===== config.mk =====
export PLATFORM = sky130hd
export DESIGN_NAME = pwm_top
export DESIGN_NICKNAME = d
export VERILOG_FILES = /design/src/hw/pwm_pkg.sv /design/src/hw/carrier_counter.sv /design/src/hw/compare_channel.sv /design/src/hw/dead_time.sv /design/src/hw/event_mask.sv /design/src/hw/pwm_top.sv
export SDC_FILE = /design/constraint.sdc
export NUM_CORES = 1
export LEC_CHECK = 0
export BUFFER_PORTS_ARGS = -buffer_cell sky130_fd_sc_hd__buf_2
export CAP_MARGIN = 20
export CORE_ASPECT_RATIO = 1.4
export CORE_MARGIN = 8
export CORE_UTILIZATION = 52
export DETAILED_ROUTE_END_ITERATION = 8
export GPL_TIMING_DRIVEN = 0
export PLACE_DENSITY = 0.78
export SLEW_MARGIN = 5
export SYNTH_ARGS = -nofsm -noshare
export SYNTH_HDL_FRONTEND = slang
export SYNTH_SLANG_ARGS = --single-unit
export TNS_END_PERCENT = 20

===== constraint.sdc =====
create_clock -name clk -period 2.9 [get_ports clk]
set_clock_uncertainty 0.1 [all_clocks]
set_input_delay 0.29 -clock clk [delete_from_list [all_inputs] [get_ports clk]]
set_output_delay 0.29 -clock clk [all_outputs]
set_load 0.005 [all_outputs]

===== src/hw/pwm_pkg.sv =====
package pwm_pkg;

    // --------------------
    // widths
    // --------------------
    // carrier counters, periods and compare values
    localparam int CARR_WIDTH = 16;
    // dead-time delay counters
    localparam int DT_WIDTH = 8;
    // event divider for the interrupt
    localparam int EVT_WIDTH = 3;

    // --------------------
    // scaling
    // --------------------
    localparam int NUM_CARRIERS = 2;
    localparam int NUM_CHANNELS = 2;
    // carrier index width, at least one bit
    localparam int CARR_SEL_WIDTH = (NUM_CARRIERS > 1) ? $clog2(NUM_CARRIERS) : 1;

    // --------------------
    // types
    // --------------------
    typedef logic [CARR_WIDTH-1:0] carr_count_t;
    typedef logic [DT_WIDTH-1:0] dt_count_t;
    // interrupt fires every value+1 selected events
    typedef logic [EVT_WIDTH-1:0] evt_count_t;
    typedef logic [CARR_SEL_WIDTH-1:0] carr_sel_t;

    // saw-tooth or triangle carrier
    typedef enum logic {
        COUNT_UP     = 1'b0,
        COUNT_UPDOWN = 1'b1
    } count_mode_t;

    // which carrier events feed the interrupt divider
    typedef enum logic [1:0] {
        MASK_ZERO   = 2'd0,
        MASK_PERIOD = 2'd1,
        MASK_BOTH   = 2'd2
    } mask_mode_t;

    // one count per carrier
    typedef carr_count_t [NUM_CARRIERS-1:0] carr_array_t;
    // one output bit per compare channel
    typedef logic [NUM_CHANNELS-1:0] chan_bits_t;

endpackage


===== src/hw/carrier_counter.sv =====
`timescale 1ns/10ps

module carrier_counter (
    input  logic                 clk,
    input  logic                 rst,
    // last count value of the carrier
    input  pwm_pkg::carr_count_t period,
    // start value, sets the phase shift between carriers
    input  pwm_pkg::carr_count_t init_value,
    input  pwm_pkg::count_mode_t count_mode,
    // pwm_on and carr_on combined at the top
    input  logic                 run,
    output pwm_pkg::carr_count_t count,
    output logic                 zero_evt,
    output logic                 period_evt
);

    // direction flag, only used in up-down mode
    logic dir_down;
    logic at_zero;
    logic at_period;

    // --------------------
    // events
    // --------------------
    assign at_zero = (count == '0);
    assign at_period = (count == period);

    // no events while the carrier is parked
    assign zero_evt = run & at_zero;
    assign period_evt = run & at_period;

    // --------------------
    // counter
    // --------------------
    always_ff @(posedge clk) begin
        if (rst || !run) begin
            // parked at the initial value until enabled
            count <= init_value;
            dir_down <= 1'b0;
        end else begin
            case (count_mode)
                pwm_pkg::COUNT_UPDOWN: begin
                    if (dir_down) begin
                        // bottom of the triangle, turn around after one cycle at 0
                        if (at_zero) begin
                            dir_down <= 1'b0;
                            count <= (period == '0) ? '0 : pwm_pkg::carr_count_t'(1);
                        end else begin
                            count <= count - 1'b1;
                        end
                    end else if (count >= period) begin
                        // top of the triangle
                        // a zero period keeps the carrier at 0
                        if (!at_zero) begin
                            dir_down <= 1'b1;
                            count <= count - 1'b1;
                        end
                    end else begin
                        count <= count + 1'b1;
                    end
                end
                default: begin
                    // saw-tooth, 0 .. period then wrap
                    dir_down <= 1'b0;
                    if (count >= period) begin
                        count <= '0;
                    end else begin
                        count <= count + 1'b1;
                    end
                end
            endcase
        end
    end

endmodule


===== src/hw/compare_channel.sv =====
`timescale 1ns/10ps

module compare_channel (
    input  logic                                clk,
    input  logic                                rst,
    // counts and zero events of every carrier
    input  pwm_pkg::carr_array_t                counts,
    input  logic [pwm_pkg::NUM_CARRIERS-1:0]    zero_evts,
    // static carrier choice for this channel
    input  pwm_pkg::carr_sel_t                  carr_sel,
    // requested compare value, shadowed below
    input  pwm_pkg::carr_count_t                compare,
    output logic                                pwm_raw
);

    // --------------------
    // carrier select
    // --------------------
    pwm_pkg::carr_count_t sel_count;
    logic sel_zero;
    // compare value in use for the current carrier period
    pwm_pkg::carr_count_t active_cmp;

    assign sel_count = counts[carr_sel];
    assign sel_zero = zero_evts[carr_sel];

    // --------------------
    // shadow compare
    // --------------------
    // new duty only at the zero of the selected carrier,
    // so a running period is never cut short
    // also follows compare while held in reset
    always_ff @(posedge clk) begin
        if (rst || sel_zero) begin
            active_cmp <= compare;
        end
    end

    // --------------------
    // raw pulse
    // --------------------
    // high while the carrier is below the compare value
    // compare of 0 gives no pulse, above period gives full on
    always_ff @(posedge clk) begin
        if (rst) begin
            pwm_raw <= 1'b0;
        end else begin
            pwm_raw <= (sel_count < active_cmp);
        end
    end

endmodule


===== src/hw/dead_time.sv =====
`timescale 1ns/10ps

module dead_time (
    input  logic               clk,
    input  logic               rst,
    // raw pulse from the compare channel
    input  logic               pwm_raw,
    // rising-edge delays in clk cycles
    input  pwm_pkg::dt_count_t dtime_a,
    input  pwm_pkg::dt_count_t dtime_b,
    // polarity, 1 inverts the output
    input  logic               logic_a,
    input  logic               logic_b,
    output logic               pwm_a,
    output logic               pwm_b
);

    // cycles the raw pulse has been high or low, saturating
    pwm_pkg::dt_count_t cnt_a;
    pwm_pkg::dt_count_t cnt_b;
    // drives before polarity, high means switch on
    logic drive_a;
    logic drive_b;

    // --------------------
    // delay counters
    // --------------------
    // A restarts on the rising edge of pwm_raw, B on the falling edge
    always_ff @(posedge clk) begin
        if (rst) begin
            cnt_a <= '0;
            cnt_b <= '0;
        end else begin
            if (!pwm_raw) begin
                cnt_a <= '0;
            end else if (cnt_a != '1) begin
                cnt_a <= cnt_a + 1'b1;
            end
            if (pwm_raw) begin
                cnt_b <= '0;
            end else if (cnt_b != '1) begin
                cnt_b <= cnt_b + 1'b1;
            end
        end
    end

    // --------------------
    // drives
    // --------------------
    // turn on only after the dead time, turn off at once
    assign drive_a = pwm_raw & (cnt_a >= dtime_a);
    assign drive_b = ~pwm_raw & (cnt_b >= dtime_b);

    // --------------------
    // output stage
    // --------------------
    // one cycle latency, polarity applied in the flops
    always_ff @(posedge clk) begin
        if (rst) begin
            // inactive drives, outputs sit at their off level
            pwm_a <= logic_a;
            pwm_b <= logic_b;
        end else begin
            pwm_a <= drive_a ^ logic_a;
            pwm_b <= drive_b ^ logic_b;
        end
    end

endmodule


===== src/hw/event_mask.sv =====
`timescale 1ns/10ps

module event_mask (
    input  logic                clk,
    input  logic                rst,
    // carrier 0 events
    input  logic                zero_evt,
    input  logic                period_evt,
    input  pwm_pkg::mask_mode_t mask_mode,
    // divide by event_div+1
    input  pwm_pkg::evt_count_t event_div,
    input  logic                int_on,
    output logic                interrupt
);

    logic evt_sel;
    logic evt_last;
    // selected events seen since the last interrupt
    pwm_pkg::evt_count_t evt_cnt;

    // --------------------
    // event filter
    // --------------------
    // a cycle with both events counts once in MASK_BOTH
    always_comb begin
        case (mask_mode)
            pwm_pkg::MASK_ZERO:   evt_sel = zero_evt;
            pwm_pkg::MASK_PERIOD: evt_sel = period_evt;
            pwm_pkg::MASK_BOTH:   evt_sel = zero_evt | period_evt;
            default:              evt_sel = 1'b0;
        endcase
    end

    // this event completes the group of event_div+1
    assign evt_last = evt_sel && (evt_cnt == event_div);

    // --------------------
    // divider and pulse
    // --------------------
    always_ff @(posedge clk) begin
        if (rst) begin
            evt_cnt <= '0;
            interrupt <= 1'b0;
        end else begin
            // divider keeps running with the interrupt off
            interrupt <= evt_last & int_on;
            if (evt_last) begin
                evt_cnt <= '0;
            end else if (evt_sel) begin
                evt_cnt <= evt_cnt + 1'b1;
            end
        end
    end

endmodule


===== src/hw/pwm_top.sv =====
`timescale 1ns/10ps

module pwm_top (
    input  logic                                                clk,
    input  logic                                                rst,
    // global enables
    input  logic                                                pwm_on,
    input  logic                                                int_on,
    // per carrier
    input  pwm_pkg::carr_array_t                                period,
    input  pwm_pkg::carr_array_t                                init_value,
    input  pwm_pkg::count_mode_t [pwm_pkg::NUM_CARRIERS-1:0]    count_mode,
    input  logic [pwm_pkg::NUM_CARRIERS-1:0]                    carr_on,
    // interrupt setup, carrier 0 only
    input  pwm_pkg::evt_count_t                                 event_div,
    input  pwm_pkg::mask_mode_t                                 mask_mode,
    // per channel
    input  pwm_pkg::carr_sel_t [pwm_pkg::NUM_CHANNELS-1:0]      carr_sel,
    input  pwm_pkg::carr_count_t [pwm_pkg::NUM_CHANNELS-1:0]    compare,
    input  pwm_pkg::dt_count_t [pwm_pkg::NUM_CHANNELS-1:0]      dtime_a,
    input  pwm_pkg::dt_count_t [pwm_pkg::NUM_CHANNELS-1:0]      dtime_b,
    input  pwm_pkg::chan_bits_t                                 logic_a,
    input  pwm_pkg::chan_bits_t                                 logic_b,
    output pwm_pkg::chan_bits_t                                 pwm_a,
    output pwm_pkg::chan_bits_t                                 pwm_b,
    output logic                                                interrupt
);

    pwm_pkg::carr_array_t counts;
    logic [pwm_pkg::NUM_CARRIERS-1:0] carr_run;
    logic [pwm_pkg::NUM_CARRIERS-1:0] zero_evts;
    logic [pwm_pkg::NUM_CARRIERS-1:0] period_evts;
    pwm_pkg::chan_bits_t pwm_raw;
    // channels sit in reset while pwm is off, outputs at their off level
    logic chan_rst;

    assign chan_rst = rst | ~pwm_on;

    // --------------------
    // carriers
    // --------------------
    for (genvar c = 0; c < pwm_pkg::NUM_CARRIERS; c++) begin : g_carr
        assign carr_run[c] = pwm_on & carr_on[c];

        carrier_counter u_carr (
            .clk,
            .rst,
            .period     (period[c]),
            .init_value (init_value[c]),
            .count_mode (count_mode[c]),
            .run        (carr_run[c]),
            .count      (counts[c]),
            .zero_evt   (zero_evts[c]),
            .period_evt (period_evts[c])
        );
    end

    // interrupt from carrier 0 events
    event_mask u_evt (
        .clk,
        .rst,
        .zero_evt   (zero_evts[0]),
        .period_evt (period_evts[0]),
        .mask_mode,
        .event_div,
        .int_on,
        .interrupt
    );

    // --------------------
    // channels
    // --------------------
    for (genvar ch = 0; ch < pwm_pkg::NUM_CHANNELS; ch++) begin : g_chan
        compare_channel u_cmp (
            .clk,
            .rst       (chan_rst),
            .counts,
            .zero_evts,
            .carr_sel  (carr_sel[ch]),
            .compare   (compare[ch]),
            .pwm_raw   (pwm_raw[ch])
        );

        dead_time u_dt (
            .clk,
            .rst     (chan_rst),
            .pwm_raw (pwm_raw[ch]),
            .dtime_a (dtime_a[ch]),
            .dtime_b (dtime_b[ch]),
            .logic_a (logic_a[ch]),
            .logic_b (logic_b[ch]),
            .pwm_a   (pwm_a[ch]),
            .pwm_b   (pwm_b[ch])
        );
    end

endmodule


Word level (Yosys, flattened, before mapping) --
Cells that the tools add are included.
Operators by class: add/subtract/negate cells 9, $lt $le $gt $ge 10, eq/ne operators 10, multiplexer cells 35, bitwise logic cells 21, reductions and logical operators 19
Operators by type and width (number):
- 16-bit two-way mux | 18
- 16-bit logical NOT | 4
- 16-bit by 1-bit adder with 16-bit output (second input constant) | 2
- 8-bit by 1-bit adder with 8-bit output (second input constant) | 4
- 16-bit >= comparator | 2
- 8-bit >= comparator | 4
- 16-bit less-than comparator | 2
- 8-bit != test (second input constant) | 4
- 16-bit by 1-bit subtractor with 16-bit output (second input constant) | 2
- 16-bit equality test | 1
- 1-bit two-way mux | 16
- 2-bit OR reduction | 7
- 1-bit AND | 10
- 5-bit by 4-bit != test with 1-bit output (second input constant) | 2
- 1-bit NOT | 5
- 1-bit logical OR | 4
- 1-bit by 2-bit less-than comparator with 1-bit output (second input constant) | 2
- 1-bit XOR | 4
- 3-bit by 1-bit adder with 3-bit output (second input constant) | 1
- 3-bit equality test | 1
- 1-bit case mux with 3 select lines | 1
- 2-bit by 1-bit equality test with 1-bit output (second input constant) | 1
- 2-bit equality test (second input constant) | 1
- 1-bit logical NOT | 2
- 3 further kinds | 4
Storage, ports and cells: bits in registers 108, output and inout bits 5, logic and storage cells 122

Depth between registers and ports, before layout --
Gate-level depths: netlist of run 1.
word-level depth 6, depth in mapped cells 11, mapped depth without buffers 9

Hierarchy --
A second synthesis of run 1 with hierarchy kept.
Unflattened totals: cell total of the unflattened synthesis 973, area, all modules 8887.3 um^2
Modules (own cells, without submodules):
- carrier_counter | instances 2, cells each 234, area each 1974.4 um^2, sequential area each 500.5 um^2
- dead_time | instances 2, cells each 149, area each 1239.9 um^2, sequential area each 360.3 um^2
- compare_channel | instances 2, cells each 90, area each 1111.1 um^2, sequential area each 500.5 um^2
- event_mask | instances 1, cells each 24, area each 217.7 um^2, sequential area each 80.1 um^2
- pwm_top | instances 1, cells each 3, area each 18.8 um^2, sequential area each 0.0 um^2

Worst setup path before layout of run 1 --
Ideal clock, no wire load.
path kind register -> register, from reg g_carr[0].u_carr.count[9], to reg g_chan[0].u_cmp.active_cmp[0], enable pin, library setup time 394 ps, arrival time 2407 ps, required time 2406 ps, setup slack -2 ps, cell stages (with the launch flop) 7, path buffers 1, period minus slack after synthesis 2902 ps, cell sequence edfxtp_1 or4_4 nor4_2 and4b_1 buf_6 nand3_1 o211ai_1
On the way: cells in the longest elaborated chain, start to end 5
RTL lines:
- from (decl) | RTL line carrier_counter.sv:13 | output pwm_pkg::carr_count_t count,
- from (signal assigned) | RTL line carrier_counter.sv:39 | count <= init_value;
- from (signal assigned) | RTL line carrier_counter.sv:48 | count <= (period == '0) ? '0 : pwm_pkg::carr_count_t'(1);
- from (signal assigned) | RTL line carrier_counter.sv:50 | count <= count - 1'b1;
- 16-bit logical NOT | RTL line carrier_counter.sv:26 | assign at_zero = (count == '0);
- 1-bit AND | RTL line carrier_counter.sv:30 | assign zero_evt = run & at_zero;
- 1-bit two-way mux (implied by the code) (2 in a row) | RTL line compare_channel.sv:25 | assign sel_zero = zero_evts[carr_sel];
- 1-bit logical OR | RTL line compare_channel.sv:34 | if (rst || sel_zero) begin
- to (signal assigned) | RTL line compare_channel.sv:35 | active_cmp <= compare;
- to (decl) | RTL line compare_channel.sv:22 | pwm_pkg::carr_count_t active_cmp;
No other way between the ends. The select of a mux whose other input is x is not followed. A chain may end at the register's enable or synchronous reset.

Worst setup path in the final report of run 1 --
from reg g_carr[1].u_carr.count[15], to reg g_carr[1].u_carr.count[13], data pin
On the way: cells in the longest elaborated chain, start to end 5
RTL lines:
- from (decl) | RTL line carrier_counter.sv:13
- from (signal assigned) | RTL line carrier_counter.sv:39
- from (signal assigned) | RTL line carrier_counter.sv:48
- from (signal assigned) | RTL line carrier_counter.sv:50
- 16-bit >= comparator or 16-bit logical NOT (tied branches) | RTL line carrier_counter.sv:52, carrier_counter.sv:66, carrier_counter.sv:26
- 16-bit two-way mux (on tied branches) | RTL line carrier_counter.sv:52, carrier_counter.sv:46
- 16-bit two-way mux | RTL line carrier_counter.sv:44 | if (dir_down) begin
- 16-bit two-way mux * | RTL line carrier_counter.sv:42 | case (count_mode)
- 16-bit two-way mux * | RTL line carrier_counter.sv:37 | if (rst || !run) begin
Every way passes the cells marked *; elsewhere a longest branch is shown, timed or not.

==> results.sh, run 1 <==
export IMPL_synth_main_ff_cell="edfxtp_1"
export IMPL_ys_seq_area_share_pct=33.1
export IMPL_startpoint_type="flop"
export IMPL_design_area_um2=10300
export IMPL_drive_above_1_share_pct=23.6
export IMPL_grt_pass1_wl_um=36000
export IMPL_p_total_uw=4120
export IMPL_clock_sinks=108
export IMPL_cts_htree_levels=3
export IMPL_final_cell_mix="buf_2, inv_1, ha_1"
export IMPL_dpl_cell_area_um2=9500
export IMPL_vias_per_cell=5.88
export IMPL_antenna_cells=0
export IMPL_crit_fanout=10
export IMPL_clock_root_buffer="clkbuf_16"
export IMPL_grt_max_degree=20
export IMPL_cp_data_arrival_time_ns=3.05
export IMPL_synth_ff_latch_count=108
export IMPL_place_port_buffers=151
export IMPL_die_x_um=124
export IMPL_yosys_area_top_type="edfxtp_1"
export IMPL_path_clk_slew_ns=0.08
export IMPL_crit_top_cell="o31a_1"
export IMPL_overflow=0
export IMPL_synthToLayoutAreaGrowth_pct=21.1
export IMPL_rsz0062_at_grt="true"
export IMPL_post_drt_wl_per_cell_um=17.5
export IMPL_layout_commonest_cell="buf_2"
export IMPL_slowest_delay_ns=0.57
export IMPL_yosys_area_share_simple_pct=18.7
export IMPL_fmax_mhz=339
export IMPL_async_flop_share_pct=0
export IMPL_numCtsBuffers=9
export IMPL_synth_compound_area_share_pct=15.5
export IMPL_tightest_slew_ns=0.674
export IMPL_switching_power_uw=1230
export IMPL_ys_warn_count=0
export IMPL_crit_chain="ha_4 > nand4_1 > a2111oi_2 > o21a_1 > o31a_1 > o31a_1 > nand2_1 > buf_2 > o21ai_0"
export IMPL_period_share_pct=102
export IMPL_run_status="finished, violations left"
export IMPL_fin_crit_ns=2.95
export IMPL_hold_viol=0
export IMPL_reg2reg_depth=9
export IMPL_core_um2=16000
export IMPL_drc=0
export IMPL_holdWs_ns=0.00280
export IMPL_switching_share_pct=29.9
export IMPL_route_vias_total=7791
export IMPL_drtAntennaViolNets=0
export IMPL_fin_nets=1374
export IMPL_synthAdderAreaFrac_pct=15.5
export IMPL_hold_path_class="input port to flop"
export IMPL_die_area_um2=20700
export IMPL_end_kind="flop"
export IMPL_tns_ns=-0.237
export IMPL_cts_path_max_buffers=2
export IMPL_p_int_uw=2890
export IMPL_drt_pass1_iter_count=6
export IMPL_crit_type="flop to flop"
export IMPL_synth_top_family_by_area="simple AND/OR/NAND/NOR gates"
export IMPL_synth_edf_count=64
export IMPL_synth_top_area_share_pct=22.7
export IMPL_hpwl_um=17900
export IMPL_synthMuxAreaShare_pct=4.40
export IMPL_cp_required_ns=2.99
export IMPL_yosys_top_cells_area="edfxtp_1, ha_1, dfxtp_1"
export IMPL_ys_types=67
export IMPL_pwr_share_clk_pct=31.7
export IMPL_drtIter0Drc=640
export IMPL_postSynthCellCount=929
export IMPL_syn_num_nets=1181
export IMPL_drv_cap=0
export IMPL_whs_path_depth=1
export IMPL_antenna_found_initial=0
export IMPL_initial_utilization_pct=52.8
export IMPL_violations="setup timing"
export IMPL_synth_area_um2=8470
export IMPL_setup_viol=11
export IMPL_cts_tree="done"
export IMPL_power_leakage_uw=0.00461
export IMPL_wirelength_um=23200
export IMPL_pre_cts_ws_ns=-0.810
export IMPL_irDropWorstVdd_uv=418
export IMPL_synth_xor_xnor_area_share_pct=5.59
export IMPL_synth_area_per_cell_um2=9.12
export IMPL_rows=55
export IMPL_grt_pass1_vias=7622
export IMPL_cpMaxStageDelayCell="edfxtp_1"
export IMPL_layout_setup_ws_ns=-0.0542
export IMPL_gr_usage_all_layers_pct=21.7
export IMPL_fp_dieH_um=167
export IMPL_pin_count=152
export IMPL_power_frac_seq_pct=43.7
export IMPL_clk_latency_ns=0.36
export IMPL_slew_viol_final=0
export IMPL_power_frac_comb_pct=24.6
export IMPL_globalplace_congestion=0.882
export IMPL_maxSlewHeadroom_pct=54.7
export IMPL_power_density_nw_per_um2=402
[power groups by stage]
stage / Sequential, uW / Combinational (uW) / Clock [uW]
after global routing: 1810 / 1130 / 1380
after CTS: 1800 / 963 / 1310
after detailed placement: 1850 / 900 / 0
after floorplan: 1810 / 612 / 0
after global placement: 1840 / 861 / 0
final: 1800 / 1010 / 1310
[cells by family (layout without fill, tap and decap cells)]
group           Yosys count  in the layout
flops                   108            108
mux                      34             34
simple gates            294            294
compound gates          188            188
xor+xnor                 54             54
buf+inv                 146            344
fa+ha+maj               105            105
[layer usage]
metal / up-vias / routed length, um / GRT usage, %
met5: - / 0 / 0
met4: 0 / 1080 / 11.9
met3: 90 / 1720 / 3.49
met2: 335 / 11700 / 37.4
met1: 3583 / 8710 / 24.7
li1: 3783 / - / -
[cells in the mapped netlist (19+ instances only)]
| cell type | count |
|---|---|
| dfxtp_1 | 44 |
| nand2_1 | 64 |
| o21ai_0 | 36 |
| o221ai_1 | 19 |
| ha_1 | 105 |
| inv_1 | 103 |
| clkbuf_1 | 28 |
| nand3_1 | 38 |
| nor2_1 | 52 |
| xnor2_1 | 26 |
| a21oi_1 | 33 |
| mux2_2 | 26 |
| nand4_1 | 22 |
| xor2_1 | 28 |
| and3_1 | 20 |
| edfxtp_1 | 64 |
[critical path: cells and delay by family (launching register included)]
kind            cells  cell delay (ns)
compound gates      5             1.18
fa+ha+maj           1             0.36
buf+inv             1             0.24
flops               1             0.57
simple gates        2             0.32
[flip-flops by register name (all words and copies together) (netlist names)]
signal and cells:
g_carr.u_carr.count 32, g_carr.u_carr.dir_down 2, g_chan.u_cmp.active_cmp 32, g_chan.u_cmp.pwm_raw 2
g_chan.u_dt.cnt_a 16, g_chan.u_dt.cnt_b 16, g_chan.u_dt.pwm_a 2, g_chan.u_dt.pwm_b 2
u_evt.evt_cnt 3, u_evt.interrupt 1
[path summary, 6_finish.rpt]
path	start	slack [ns]	end
worst max-delay path	g_carr[1].u_carr.count[15]$_DFFE_PP_	-0.05	g_carr[1].u_carr.count[13]$_DFFE_PP_
worst min-delay path	compare[1]	0.003	g_chan[0].u_cmp.active_cmp[1]$_DFFE_PP_
worst max register to register	g_carr[1].u_carr.count[15]$_DFFE_PP_	-0.05	g_carr[1].u_carr.count[13]$_DFFE_PP_
worst min register to register	u_evt.evt_cnt[1]$_SDFFE_PP0P_	0.40	u_evt.evt_cnt[1]$_SDFFE_PP0P_
[per-stage QoR]
| stage | util [%] | instances |
|---|---|---|
| finish | 63.9 | 1326 |
| global route | 63.9 | 1326 |
| CTS | 62.7 | 1313 |
| detailed placement | 59.2 | 1281 |
| global placement | 59.1 | 1279 |
| floorplan | - | 929 |
[layout make-up]
type / instances / area, um2
fillers: 1356 / 5780
plain buffers: 42 / 231
clock inverters: 6 / 81.3
clock buffers: 10 / 229
inverters: 103 / 387
multi-input cells: 675 / 5230
repair buffers: 183 / 1040
well taps: 199 / 249
flip-flops and latches: 108 / 2800
[repair_timing]
action | CTS | global route
hold endpoints to repair | 9 | 2
pin swaps | 5 | 8
gates resized for setup | 17 | 13
endpoints found under the setup margin | 85 | 37
buffers inserted | 8 | 11
hold buffers | 9 | 2
No activity file was read; power rests on OpenSTA's default activity.
==> run 2: changes to the inputs <==
--- a/config.mk
+++ b/config.mk
@@ -12,6 +12,7 @@
 export CORE_UTILIZATION = 52
 export DETAILED_ROUTE_END_ITERATION = 8
 export GPL_TIMING_DRIVEN = 0
+export MAX_ROUTING_LAYER = met4
 export PLACE_DENSITY = 0.78
 export SLEW_MARGIN = 5
 export SYNTH_ARGS = -nofsm -noshare
==> run 2 against run 1 <==
The run still ends with setup timing left. Fmax is 0.38% higher. Sequential share of layout area about the same. Count of clock-buffer cells in the layout did not move. Flip-flop and latch count unchanged. Largest cell class unchanged. Critical path depth did not move. Core utilization about the same. Combinational power about the same. Non-clock buffer count fell by 2. Cell count shrank 0.15%.
==> results.sh, run 2 (synthesis results as in run 1) <==
export IMPL_run_status="finished, violations left"
export IMPL_violations="setup timing"
export IMPL_p_int_uw=2890
export IMPL_end_kind="flop"
export IMPL_hpwl_um=17900
export IMPL_fin_crit_ns=2.94
export IMPL_gr_usage_all_layers_pct=22.3
export IMPL_period_share_pct=101
export IMPL_crit_chain="ha_4 > nand4_1 > a2111oi_2 > o21a_1 > o31a_1 > o31a_1 > nand2_1 > buf_2 > o21ai_0"
export IMPL_switching_power_uw=1230
export IMPL_route_vias_total=7826
export IMPL_grt_pass1_vias=7613
export IMPL_vias_per_cell=5.91
export IMPL_cts_tree="done"
export IMPL_reg2reg_slack_ns=-0.04
export IMPL_hold_path_class="input port to flop"
export IMPL_initial_utilization_pct=52.8
export IMPL_slowest_delay_ns=0.57
export IMPL_globalplace_congestion=0.897
export IMPL_crit_top_cell="o31a_1"
export IMPL_grt_max_degree=20
export IMPL_tightest_slew_ns=0.667
export IMPL_drc=0
export IMPL_layout_setup_ws_ns=-0.0429
export IMPL_clk_latency_ns=0.36
export IMPL_fin_nets=1372
export IMPL_drt_pass1_iter_count=7
export IMPL_die_x_um=124
export IMPL_worstReg2RegStart="g_carr[1].u_carr.count[15]$_DFFE_PP_"
export IMPL_fmax_mhz=340
export IMPL_clock_root_buffer="clkbuf_16"
export IMPL_drive_above_1_share_pct=23.7
export IMPL_pwr_share_clk_pct=31.7
export IMPL_irDropWorstVdd_uv=405
export IMPL_power_frac_seq_pct=43.8
export IMPL_antenna_cells=0
export IMPL_drtAntennaViolNets=0
export IMPL_drtIter0Drc=618
export IMPL_power_frac_comb_pct=24.6
export IMPL_maxSlewHeadroom_pct=55.1
export IMPL_numCtsBuffers=9
export IMPL_crit_type="flop to flop"
export IMPL_pin_count=152
export IMPL_switching_share_pct=29.8
export IMPL_place_port_buffers=151
export IMPL_wirelength_um=22900
export IMPL_cpMaxStageDelayCell="edfxtp_1"
export IMPL_cts_path_max_buffers=2
export IMPL_final_cell_mix="buf_2, inv_1, ha_1"
export IMPL_slew_viol_final=0
export IMPL_cp_required_ns=3.00
export IMPL_clock_sinks=108
export IMPL_core_um2=16000
export IMPL_grt_pass1_wl_um=36000
export IMPL_worst_path_buf_inv=1
export IMPL_antenna_found_initial=0
export IMPL_pre_cts_ws_ns=-0.810
export IMPL_rsz0062_at_grt="true"
export IMPL_startpoint="g_carr[1].u_carr.count[15]$_DFFE_PP_"
export IMPL_setup_viol=12
export IMPL_crit_fanout=10
export IMPL_layout_commonest_cell="buf_2"
export IMPL_min_from="compare[1]"
export IMPL_power_leakage_uw=0.00461
export IMPL_overflow=0
export IMPL_power_density_nw_per_um2=402
export IMPL_post_drt_wl_per_cell_um=17.3
export IMPL_hold_viol=0
export IMPL_path_clk_slew_ns=0.07
export IMPL_top_regs="g_carr.u_carr.count: 32 flops, g_chan.u_cmp.active_cmp: 32 flops"
export IMPL_synthToLayoutAreaGrowth_pct=21.0
export IMPL_drv_cap=0
export IMPL_fp_dieH_um=167
export IMPL_cp_top_family="compound AO/OA/AOI/OAI gates"
export IMPL_rows=55
export IMPL_die_area_um2=20700
export IMPL_cts_htree_levels=3
export IMPL_startpoint_type="flop"
export IMPL_cp_data_arrival_time_ns=3.04
export IMPL_p_total_uw=4120
## run 2: what timing repair did
action                     in CTS  in global routing
buffers inserted                8                 11
setup endpoints to repair      85                 37
hold buffers                    9                  0
gates cloned                    0                  0
gates resized for setup        17                 14
hold endpoints to repair        9                  0
pin swaps                       5                  8
## run 2: worst reg2reg max path: cells and delay by family (launching register included)
family,cells,cell delay [ns]
buffers and inverters,1,0.24
adders and majority gates,1,0.36
AOI/OAI and AO/OA,5,1.18
DFF,1,0.57
and+or+nand+nor,2,0.32
## run 2: final cells by class
| type | instances | area (um2) |
|---|---|---|
| well taps | 199 | 249 |
| plain buffers | 42 | 231 |
| flip-flops and latches | 108 | 2800 |
| clock inverters | 6 | 81.3 |
| inverters | 103 | 387 |
| fillers | 1351 | 5790 |
| multi-input cells | 675 | 5240 |
| clock buffers | 10 | 229 |
| repair buffers | 181 | 1020 |
## run 2: worst paths after layout
check / to / cells after the start
hold / removal: g_chan[0].u_cmp.active_cmp[1]$_DFFE_PP_ / 1
setup / recovery: g_carr[1].u_carr.count[13]$_DFFE_PP_ / 9
setup reg to reg: g_carr[1].u_carr.count[13]$_DFFE_PP_ / 9
hold reg to reg: u_evt.evt_cnt[1]$_SDFFE_PP0P_ / 2
## run 2: power by group through the flow
stage	clock, uW	sequential (uW)	combinational (uW)
floorplan	0	1810	612
global placement	0	1840	861
detailed placement	0	1850	900
CTS	1310	1800	963
global route	1370	1810	1130
finish	1300	1800	1010
## run 2: stage by stage
step | hold WS (ns) | TNS, ns | utilization [%] | instances | instance area [um2]
global route | 0.000562 | -1.59 | 63.9 | 1324 | 10200
finish | 0.00590 | -0.217 | 63.9 | 1324 | 10200
global placement | 0.367 | -41.35 | 59.1 | 1279 | 9480
CTS | 0.0000376 | -0.384 | 62.7 | 1313 | 10100
detailed placement | 0.368 | -33.33 | 59.2 | 1281 | 9500
floorplan | 0.259 | 0 | - | 929 | 8470
## run 2: metal layers
metal	track usage [%]	routed length [um]	share of wire, %	vias up
met5	-	0	0	-
li1	-	-	-	3776
met1	25.1	8850	39	3613
met4	11.9	1160	5.1	0
met2	37.5	11400	50	341
met3	2.67	1500	6.5	96
